[src/soc_bus_pkg.sv]
// bus package: widths and operation codes for the single-beat peripheral bus
`default_nettype none

package soc_bus_pkg;

  // full address as issued by the external master
  localparam int ADDR_W = 32;

  // one data word per beat
  localparam int DATA_W = 32;

  // offset inside a 4 KB region, all a slave ever sees
  localparam int OFFS_W = 12;

  // operation carried with every request strobe
  typedef enum logic {
    BUS_READ  = 1'b0,
    BUS_WRITE = 1'b1
  } bus_op_e;

endpackage

`default_nettype wire

[src/soc_map_pkg.sv]
// address map package: region field, slave regions and register offsets
`default_nettype none

package soc_map_pkg;

  // region nibble at the top of the address
  localparam int REGION_MSB = 31;
  localparam int REGION_LSB = 28;

  // mapped regions, value is the region nibble itself
  typedef enum logic [3:0] {
    SLV_RAM    = 4'd1,
    SLV_BOOT   = 4'd12,
    SLV_GPIO   = 4'd13,
    SLV_MTIMER = 4'd15
  } slave_idx_e;

  // boot controller registers
  localparam logic [soc_bus_pkg::OFFS_W-1:0] BOOT_VEC_OFFS     = 12'h000;
  localparam logic [soc_bus_pkg::OFFS_W-1:0] BOOT_RESTART_OFFS = 12'h004;

  // gpio registers
  localparam logic [soc_bus_pkg::OFFS_W-1:0] GPIO_CSR_OFFS = 12'h000;
  localparam logic [soc_bus_pkg::OFFS_W-1:0] GPIO_IN_OFFS  = 12'h004;

  // machine timer registers
  localparam logic [soc_bus_pkg::OFFS_W-1:0] MTIME_OFFS    = 12'h000;
  localparam logic [soc_bus_pkg::OFFS_W-1:0] MTIMECMP_OFFS = 12'h004;

endpackage

`default_nettype wire

[src/soc_bus_if.sv]
// single-beat request/response bus between the decoder and one slave
`timescale 1ns/1ps
`default_nettype none

interface soc_bus_if;

  // one-cycle request strobe
  logic                              req;
  soc_bus_pkg::bus_op_e              op;
  // offset inside the region, region bits already stripped
  logic [soc_bus_pkg::OFFS_W-1:0]    addr;
  logic [soc_bus_pkg::DATA_W-1:0]    wdata;

  // response, valid the cycle after req
  logic [soc_bus_pkg::DATA_W-1:0]    rdata;
  logic                              ack;

  // decoder side
  modport master (
    output req, op, addr, wdata,
    input  rdata, ack
  );

  // peripheral side
  modport slave (
    input  req, op, addr, wdata,
    output rdata, ack
  );

endinterface

`default_nettype wire

[src/bus_decoder.sv]
// address decoder: steers each request to one slave and returns its response or an error
`timescale 1ns/1ps
`default_nettype none

module bus_decoder (
  input  wire logic                             clk,
  input  wire logic                             rst_i,
  input  wire logic                             bus_req_i,
  input  wire soc_bus_pkg::bus_op_e             bus_op_i,
  input  wire logic [soc_bus_pkg::ADDR_W-1:0]   bus_addr_i,
  input  wire logic [soc_bus_pkg::DATA_W-1:0]   bus_wdata_i,
  output logic      [soc_bus_pkg::DATA_W-1:0]   bus_rdata_o,
  output logic                                  bus_ack_o,
  output logic                                  bus_err_o,
  soc_bus_if.master                             ram_bus,
  soc_bus_if.master                             boot_bus,
  soc_bus_if.master                             gpio_bus,
  soc_bus_if.master                             tmr_bus
);

  soc_map_pkg::slave_idx_e region;
  logic                    mapped;

  // steering state for the response cycle
  soc_map_pkg::slave_idx_e sel_q;
  logic                    unmapped_q;

  // region nibble of the incoming address
  assign region = soc_map_pkg::slave_idx_e'(
    bus_addr_i[soc_map_pkg::REGION_MSB:soc_map_pkg::REGION_LSB]);

  always_comb begin
    case (region)
      soc_map_pkg::SLV_RAM,
      soc_map_pkg::SLV_BOOT,
      soc_map_pkg::SLV_GPIO,
      soc_map_pkg::SLV_MTIMER: mapped = 1'b1;
      default:                 mapped = 1'b0;
    endcase
  end

  // strobe only to the selected slave, rest is broadcast
  assign ram_bus.req    = bus_req_i && (region == soc_map_pkg::SLV_RAM);
  assign ram_bus.op     = bus_op_i;
  assign ram_bus.addr   = bus_addr_i[soc_bus_pkg::OFFS_W-1:0];
  assign ram_bus.wdata  = bus_wdata_i;

  assign boot_bus.req   = bus_req_i && (region == soc_map_pkg::SLV_BOOT);
  assign boot_bus.op    = bus_op_i;
  assign boot_bus.addr  = bus_addr_i[soc_bus_pkg::OFFS_W-1:0];
  assign boot_bus.wdata = bus_wdata_i;

  assign gpio_bus.req   = bus_req_i && (region == soc_map_pkg::SLV_GPIO);
  assign gpio_bus.op    = bus_op_i;
  assign gpio_bus.addr  = bus_addr_i[soc_bus_pkg::OFFS_W-1:0];
  assign gpio_bus.wdata = bus_wdata_i;

  assign tmr_bus.req    = bus_req_i && (region == soc_map_pkg::SLV_MTIMER);
  assign tmr_bus.op     = bus_op_i;
  assign tmr_bus.addr   = bus_addr_i[soc_bus_pkg::OFFS_W-1:0];
  assign tmr_bus.wdata  = bus_wdata_i;

  // remember who answers next cycle
  always_ff @(posedge clk) begin
    if (rst_i) begin
      sel_q      <= soc_map_pkg::SLV_RAM;
      unmapped_q <= 1'b0;
    end else begin
      unmapped_q <= bus_req_i && !mapped;
      if (bus_req_i && mapped) begin
        sel_q <= region;
      end
    end
  end

  // response mux, unmapped requests get a local ack with err
  always_comb begin
    bus_rdata_o = '0;
    bus_ack_o   = unmapped_q;
    bus_err_o   = unmapped_q;
    if (!unmapped_q) begin
      case (sel_q)
        soc_map_pkg::SLV_RAM: begin
          bus_rdata_o = ram_bus.rdata;
          bus_ack_o   = ram_bus.ack;
        end
        soc_map_pkg::SLV_BOOT: begin
          bus_rdata_o = boot_bus.rdata;
          bus_ack_o   = boot_bus.ack;
        end
        soc_map_pkg::SLV_GPIO: begin
          bus_rdata_o = gpio_bus.rdata;
          bus_ack_o   = gpio_bus.ack;
        end
        soc_map_pkg::SLV_MTIMER: begin
          bus_rdata_o = tmr_bus.rdata;
          bus_ack_o   = tmr_bus.ack;
        end
        default: begin
          bus_rdata_o = '0;
          bus_ack_o   = 1'b0;
        end
      endcase
    end
  end

endmodule

`default_nettype wire

[src/flat_wrapper.sv]
// flat-port wrapper written by rule: the top's interface ports become plain ports
module bus_decoder_flat 
  (clk, rst_i, bus_req_i, bus_op_i, bus_addr_i, bus_wdata_i, bus_rdata_o, bus_ack_o, bus_err_o, ram_bus_req, ram_bus_op, ram_bus_addr, ram_bus_wdata, ram_bus_rdata, ram_bus_ack, boot_bus_req, boot_bus_op, boot_bus_addr, boot_bus_wdata, boot_bus_rdata, boot_bus_ack, gpio_bus_req, gpio_bus_op, gpio_bus_addr, gpio_bus_wdata, gpio_bus_rdata, gpio_bus_ack, tmr_bus_req, tmr_bus_op, tmr_bus_addr, tmr_bus_wdata, tmr_bus_rdata, tmr_bus_ack);
  soc_bus_if ram_bus_i ();
  soc_bus_if boot_bus_i ();
  soc_bus_if gpio_bus_i ();
  soc_bus_if tmr_bus_i ();
  input  wire logic clk;
  input  wire logic rst_i;
  input  wire logic bus_req_i;
  input  wire soc_bus_pkg::bus_op_e bus_op_i;
  input  wire logic [soc_bus_pkg::ADDR_W-1:0] bus_addr_i;
  input  wire logic [soc_bus_pkg::DATA_W-1:0] bus_wdata_i;
  output logic      [soc_bus_pkg::DATA_W-1:0] bus_rdata_o;
  output logic bus_ack_o;
  output logic bus_err_o;
  output wire logic [$bits(ram_bus_i.req)-1:0] ram_bus_req;
  output wire logic [$bits(ram_bus_i.op)-1:0] ram_bus_op;
  output wire logic [$bits(ram_bus_i.addr)-1:0] ram_bus_addr;
  output wire logic [$bits(ram_bus_i.wdata)-1:0] ram_bus_wdata;
  input wire logic [$bits(ram_bus_i.rdata)-1:0] ram_bus_rdata;
  input wire logic [$bits(ram_bus_i.ack)-1:0] ram_bus_ack;
  output wire logic [$bits(boot_bus_i.req)-1:0] boot_bus_req;
  output wire logic [$bits(boot_bus_i.op)-1:0] boot_bus_op;
  output wire logic [$bits(boot_bus_i.addr)-1:0] boot_bus_addr;
  output wire logic [$bits(boot_bus_i.wdata)-1:0] boot_bus_wdata;
  input wire logic [$bits(boot_bus_i.rdata)-1:0] boot_bus_rdata;
  input wire logic [$bits(boot_bus_i.ack)-1:0] boot_bus_ack;
  output wire logic [$bits(gpio_bus_i.req)-1:0] gpio_bus_req;
  output wire logic [$bits(gpio_bus_i.op)-1:0] gpio_bus_op;
  output wire logic [$bits(gpio_bus_i.addr)-1:0] gpio_bus_addr;
  output wire logic [$bits(gpio_bus_i.wdata)-1:0] gpio_bus_wdata;
  input wire logic [$bits(gpio_bus_i.rdata)-1:0] gpio_bus_rdata;
  input wire logic [$bits(gpio_bus_i.ack)-1:0] gpio_bus_ack;
  output wire logic [$bits(tmr_bus_i.req)-1:0] tmr_bus_req;
  output wire logic [$bits(tmr_bus_i.op)-1:0] tmr_bus_op;
  output wire logic [$bits(tmr_bus_i.addr)-1:0] tmr_bus_addr;
  output wire logic [$bits(tmr_bus_i.wdata)-1:0] tmr_bus_wdata;
  input wire logic [$bits(tmr_bus_i.rdata)-1:0] tmr_bus_rdata;
  input wire logic [$bits(tmr_bus_i.ack)-1:0] tmr_bus_ack;
  assign ram_bus_req = ram_bus_i.req;
  assign ram_bus_op = ram_bus_i.op;
  assign ram_bus_addr = ram_bus_i.addr;
  assign ram_bus_wdata = ram_bus_i.wdata;
  assign ram_bus_i.rdata = ram_bus_rdata;
  assign ram_bus_i.ack = ram_bus_ack;
  assign boot_bus_req = boot_bus_i.req;
  assign boot_bus_op = boot_bus_i.op;
  assign boot_bus_addr = boot_bus_i.addr;
  assign boot_bus_wdata = boot_bus_i.wdata;
  assign boot_bus_i.rdata = boot_bus_rdata;
  assign boot_bus_i.ack = boot_bus_ack;
  assign gpio_bus_req = gpio_bus_i.req;
  assign gpio_bus_op = gpio_bus_i.op;
  assign gpio_bus_addr = gpio_bus_i.addr;
  assign gpio_bus_wdata = gpio_bus_i.wdata;
  assign gpio_bus_i.rdata = gpio_bus_rdata;
  assign gpio_bus_i.ack = gpio_bus_ack;
  assign tmr_bus_req = tmr_bus_i.req;
  assign tmr_bus_op = tmr_bus_i.op;
  assign tmr_bus_addr = tmr_bus_i.addr;
  assign tmr_bus_wdata = tmr_bus_i.wdata;
  assign tmr_bus_i.rdata = tmr_bus_rdata;
  assign tmr_bus_i.ack = tmr_bus_ack;
  bus_decoder u_core (.clk(clk), .rst_i(rst_i), .bus_req_i(bus_req_i), .bus_op_i(bus_op_i), .bus_addr_i(bus_addr_i), .bus_wdata_i(bus_wdata_i), .bus_rdata_o(bus_rdata_o), .bus_ack_o(bus_ack_o), .bus_err_o(bus_err_o), .ram_bus(ram_bus_i), .boot_bus(boot_bus_i), .gpio_bus(gpio_bus_i), .tmr_bus(tmr_bus_i));
endmodule
[config.mk]
export PLATFORM = sky130hd
export DESIGN_NAME = bus_decoder_flat
export DESIGN_NICKNAME = d
export VERILOG_FILES = /design/src/soc_bus_pkg.sv /design/src/soc_map_pkg.sv /design/src/soc_bus_if.sv /design/src/bus_decoder.sv /design/src/flat_wrapper.sv
export SDC_FILE = /design/constraint.sdc
export NUM_CORES = 1
export LEC_CHECK = 0
export ABC_CLOCK_PERIOD_IN_PS = 1700
export BUFFER_PORTS_ARGS = -buffer_cell sky130_fd_sc_hd__buf_2
export CELL_PAD_IN_SITES_DETAIL_PLACEMENT = 0
export CELL_PAD_IN_SITES_GLOBAL_PLACEMENT = 1
export CORE_AREA = 2 2 162 164
export CTS_CLUSTER_DIAMETER = 100
export DETAILED_ROUTE_END_ITERATION = 8
export DIE_AREA = 0 0 164 166
export PLACE_DENSITY_LB_ADDON = 0.1
export SLEW_MARGIN = 25
export SYNTH_ARGS = -nofsm -noshare
export SYNTH_HDL_FRONTEND = slang
export SYNTH_SLANG_ARGS = --single-unit
[constraint.sdc]
create_clock -name clk -period 1.7 [get_ports clk]
set_input_delay 0 -clock clk [delete_from_list [all_inputs] [get_ports clk]]
set_output_delay 0 -clock clk [all_outputs]
set_load 0.005 [all_outputs]
---- Word level (Yosys, flattened, before mapping) ----
Cells that the tools add are included.
storage, ports and cells
  register bits ........................... 5
  bits in latches ......................... 0
  bits in writable memories ............... 0
  ROM bits ................................ 0
  bits of input ports ..................... 200
  output and inout bits ................... 218
  word-level logic and storage cells ...... 23
  memories kept ........................... 0
cells by class
  add/sub/neg operators ................... 0
  multipliers ............................. 0
  div/mod/pow operators ................... 0
  $lt $le $gt $ge ......................... 0
  equal/unequal tests ..................... 8
  shift operators ......................... 0
  multiplexer cells ....................... 5
  bitwise gates (word level) .............. 0
  reduce and logical (&&, ||, !) cells .... 8
operator list
  operator                                       count
  one-hot mux 32 bit (4 select lines)            1
  2-to-1 mux 32 bit                              1
  == test 4 bit, second input constant           6
  == test 4 x 1 -> 1 bit, second input constant  2
  logical AND 1 bit                              6
  one-hot mux 1 bit (4 select lines)             1
  OR reduction 4 bit                             1
  2-to-1 mux 1 bit                               2
  logical NOT 1 bit                              1

---- Logic depth before layout (Yosys ltp) ----
  depth after elaboration ................. 5
  depth in mapped cells ................... 7
  depth with buffers taken out ............ 4

---- Worst setup path after synthesis ----
OpenSTA, ideal clock, no wires.
  path type ............................... register to output
  start point ............................. reg u_core.sel_q[3]
  end point ............................... out bus_rdata_o[14] (netlist name)
  arrival time ............................ 1309 ps
  required time ........................... 1700 ps
  slack ................................... 391 ps
  stages on the path, launching flop included .. 8
  buffers on the path ..................... 3
  cells stage by stage .................... dfxtp_1 buf_6 and3b_1 buf_6 and2_4 buf_6 a222oi_1 nor2_1
between the ends
  word-level cells in the longest chain between the ends .. 3
  elaborated cells between the ends (all ways) .. 6
  classes of those cells .................. eq/ne (4); mux (2)
ends and longest elaborated chain
  item                                                     RTL line            text
  from (decl)                                              bus_decoder.sv:25   soc_map_pkg::slave_idx_e sel_q;
  from (signal assigned)                                   bus_decoder.sv:66   sel_q <= soc_map_pkg::SLV_RAM;
  from (signal assigned)                                   bus_decoder.sv:71   sel_q <= region;
  == test 4 bit or == test 4 x 1 -> 1 bit (tied branches)  bus_decoder.sv:82   case (sel_q)
  one-hot mux 32 bit (4 select lines) *                    bus_decoder.sv:82
  2-to-1 mux 32 bit *                                      bus_decoder.sv:81   if (!unmapped_q) begin
  to (decl)                                                flat_wrapper.sv:14  output logic [soc_bus_pkg::DATA_W-1:0] bus_rdata_o;
Mark *: on every way between the ends. The rest lies on a longest branch, timed or not.

---- Worst setup path after layout ----
  start point ............................. reg u_core.sel_q[2]
  end point ............................... out bus_rdata_o[14] (netlist name)
Same word-level chain as after synthesis.

==> impl_metrics.tcl <==
set metrics [dict create \
    cts_buffer_depth 2 \
    crit_type "reg -> out" \
    cpPeakStageDelay_ns 0.36 \
    layoutNonFillerInstCount 708 \
    multi_input_area_mm2 0.00113 \
    cts_made_buffers 3 \
    slew_viol_final 0 \
    die-area_mm2 0.0272 \
    grt_pass1_wl_um 16700 \
    fin_worst_skew_ns 0 \
    rsz0062_at_grt "true" \
    start_util_pct 10.3 \
    first_pass_iters 6 \
    hold_viol_final 0 \
    die_w_um 164 \
    tightest_slew_ns 0.396 \
    grt_max_degree 24 \
    crit_path_start_kind "register" \
    power.total_mw 1.22 \
    fin_ws_ns 0.112 \
    via_per_inst 3.41 \
    status "finished clean" \
    synth.avg_cell_area_um2 7.10 \
    first_iter_violations 81 \
    fp.coreArea_mm2 0.0256 \
    layout_commonest_cell "buf_2" \
    root_buffer "clkbuf_16" \
    fin_area_mm2 0.00291 \
    final_util_pct 11.4 \
    synth.area.top_cells "buf_4 (51%), a22o_1 (10%), a22oi_1 (7.4%)" \
    dp_cells 699 \
    place_area_mm2 0.00267 \
    setup_viol 0 \
    period_share_pct 93.4 \
    cts.sink_count 5 \
    critPathSlowestCell "dfxtp_4" \
    antenna_found_initial 0 \
    clk_pin_slew_ns 0.04 \
    seq_area_um2 113 \
    dp_worst_setup_slack_ns 0.0807 \
    cp-end-kind "output port" \
    finalCriticalPeriod_ns 1.59 \
    vdd_drop_max_mv 0.176 \
    required_ns 1.70 \
    tns_ns 0 \
    seq_area_frac_synth_pct 3.78 \
    grtUsageTotal_pct 8.17 \
    syn_inst 373 \
    dp_hpwl_um 10000 \
    clk_latency_ns 0.22 \
    wire_per_inst_um 16.7 \
    grt_pass1_vias 2556 \
    routed_wl_um 11800 \
    drc_errors 0 \
    p_leak_nw 1.41 \
    antenna_left 0 \
    vias 2413 \
    synth-edff-count 0 \
    die_y_um 166 \
    hp-class "in -> out" \
    fill_cells 3034 \
    syn-num-nets 573 \
    powerDensity_mw_per_mm2 419 \
    yosysWarnings 0 \
    nets 574 \
    overflow 0 \
    relSlewSlack_pct 73.4 \
    yosysUniqueCellTypes 36 \
    antennaDiodeCount 0 \
    critPathMaxFanout 6 \
    yosysTopAreaCell "buf_4" \
    max_freq_ghz 0.630 \
    synthArstFlopShare_pct 0 \
    synth_seq_cells 5 \
    gp_congestion 0.699 \
    mostFrequentLayoutCells "buf_2 (176), a22o_1 (30), nand2_1 (28), a22oi_1 (26), a21oi_1 (18)" \
    rr_worst_depth 3 \
    fp-row-count 59 \
    holdWs_ns 0.00000120 \
    maxCapViolCount 0 \
    worstPathCellList "buf_6, and3_4, a22o_1, a222oi_1, nor2_1, buf_2" \
    drive_gt1_share_pct 60.6 \
    port-buffer-count 176 \
    synth_top_area_share_pct 51.3 \
    worstPathArrival_ns 1.59 \
    syn2layout_area_growth_pct 9.87 \
    ctsHtreeMaxLevel 1 \
    r2r_slack_ns 0.79 \
    worstHoldPathCells 0 \
    pin_count 418 \
    syn_area_mm2 0.00265 \
    synth-main-ff-cell "dfxtp_1" \
    cts_tree "built" \
]
-- sequential cells by signal (all words and copies together), names as in the netlist --
register and flops:
u_core.sel_q 4, u_core.bus_err_o 1
-- cell type report --
cell class,instances,share of cell area [%]
Sequential cell,5,3.87
Clock buffer,4,2.71
Inverter,3,0.387
Timing Repair Buffer,198,39.9
Tap cell,335,14.4
Multi-Input combinational cell,163,38.7
-- path summary, 6_finish.rpt --
path / startpoint / end
max: u_core.sel_q[2]$_SDFFE_PP0P_ / bus_rdata_o[14]
min: bus_addr_i[5] / boot_bus_addr[5]
max reg2reg: u_core.sel_q[0]$_SDFFE_PP1P_ / u_core.sel_q[0]$_SDFFE_PP1P_
min reg2reg: u_core.sel_q[1]$_SDFFE_PP0P_ / u_core.sel_q[1]$_SDFFE_PP0P_
-- worst max-delay path: cells and delay by family (launching register included) --
family	cells	cell delay, ns
AO/OA/AOI/OAI	2	0.46
buffers and inverters	2	0.26
flip-flops	1	0.36
AND/OR/NAND/NOR	2	0.28
-- routing by layer --
layer | global-route usage [%] | routed length (um) | vias to the layer above
met3 | 1.85 | 938 | 28
met4 | 2.29 | 221 | 0
met1 | 9.10 | 4360 | 1119
met5 | 0 | 0 | -
met2 | 15.3 | 6280 | 149
li1 | - | - | 1117
-- Yosys cell counts (all sizes together) (3+ instances only) --
cell / count
dfxtp: 5
a21oi: 27
a222oi: 6
inv: 3
nand2: 30
nand3: 3
nor2: 13
buf: 201
a22oi: 26
a22o: 31
-- logic make-up after synthesis --
logic type / count (synthesis) / synth area share (%)
multiplexers: 1 / 0.378
flip-flops: 5 / 3.78
AO/OA/AOI/OAI: 101 / 28.0
AND/OR/NAND/NOR: 61 / 11.3
buffers and inverters: 205 / 56.5
-- timing repair --
| item | 4_1_cts | 5_1_grt |
|---|---|---|
| hold buffers | 1 | 0 |
| endpoints found under the hold margin | 1 | 0 |
| setup endpoints to repair | 32 | 32 |
| pin swaps | 0 | 8 |
| buffers inserted | 1 | 2 |
| resized for setup | 9 | 23 |
| cloned | 1 | 0 |
-- power by group --
part	switching (mW)	total [mW]	internal, mW	leakage [nW]
sequential	0.0103	0.132	0.121	0.0427
combinational	0.323	0.695	0.371	1.33
clock	0.0811	0.392	0.311	0.0382
Power figures use the tool's default switching activity.
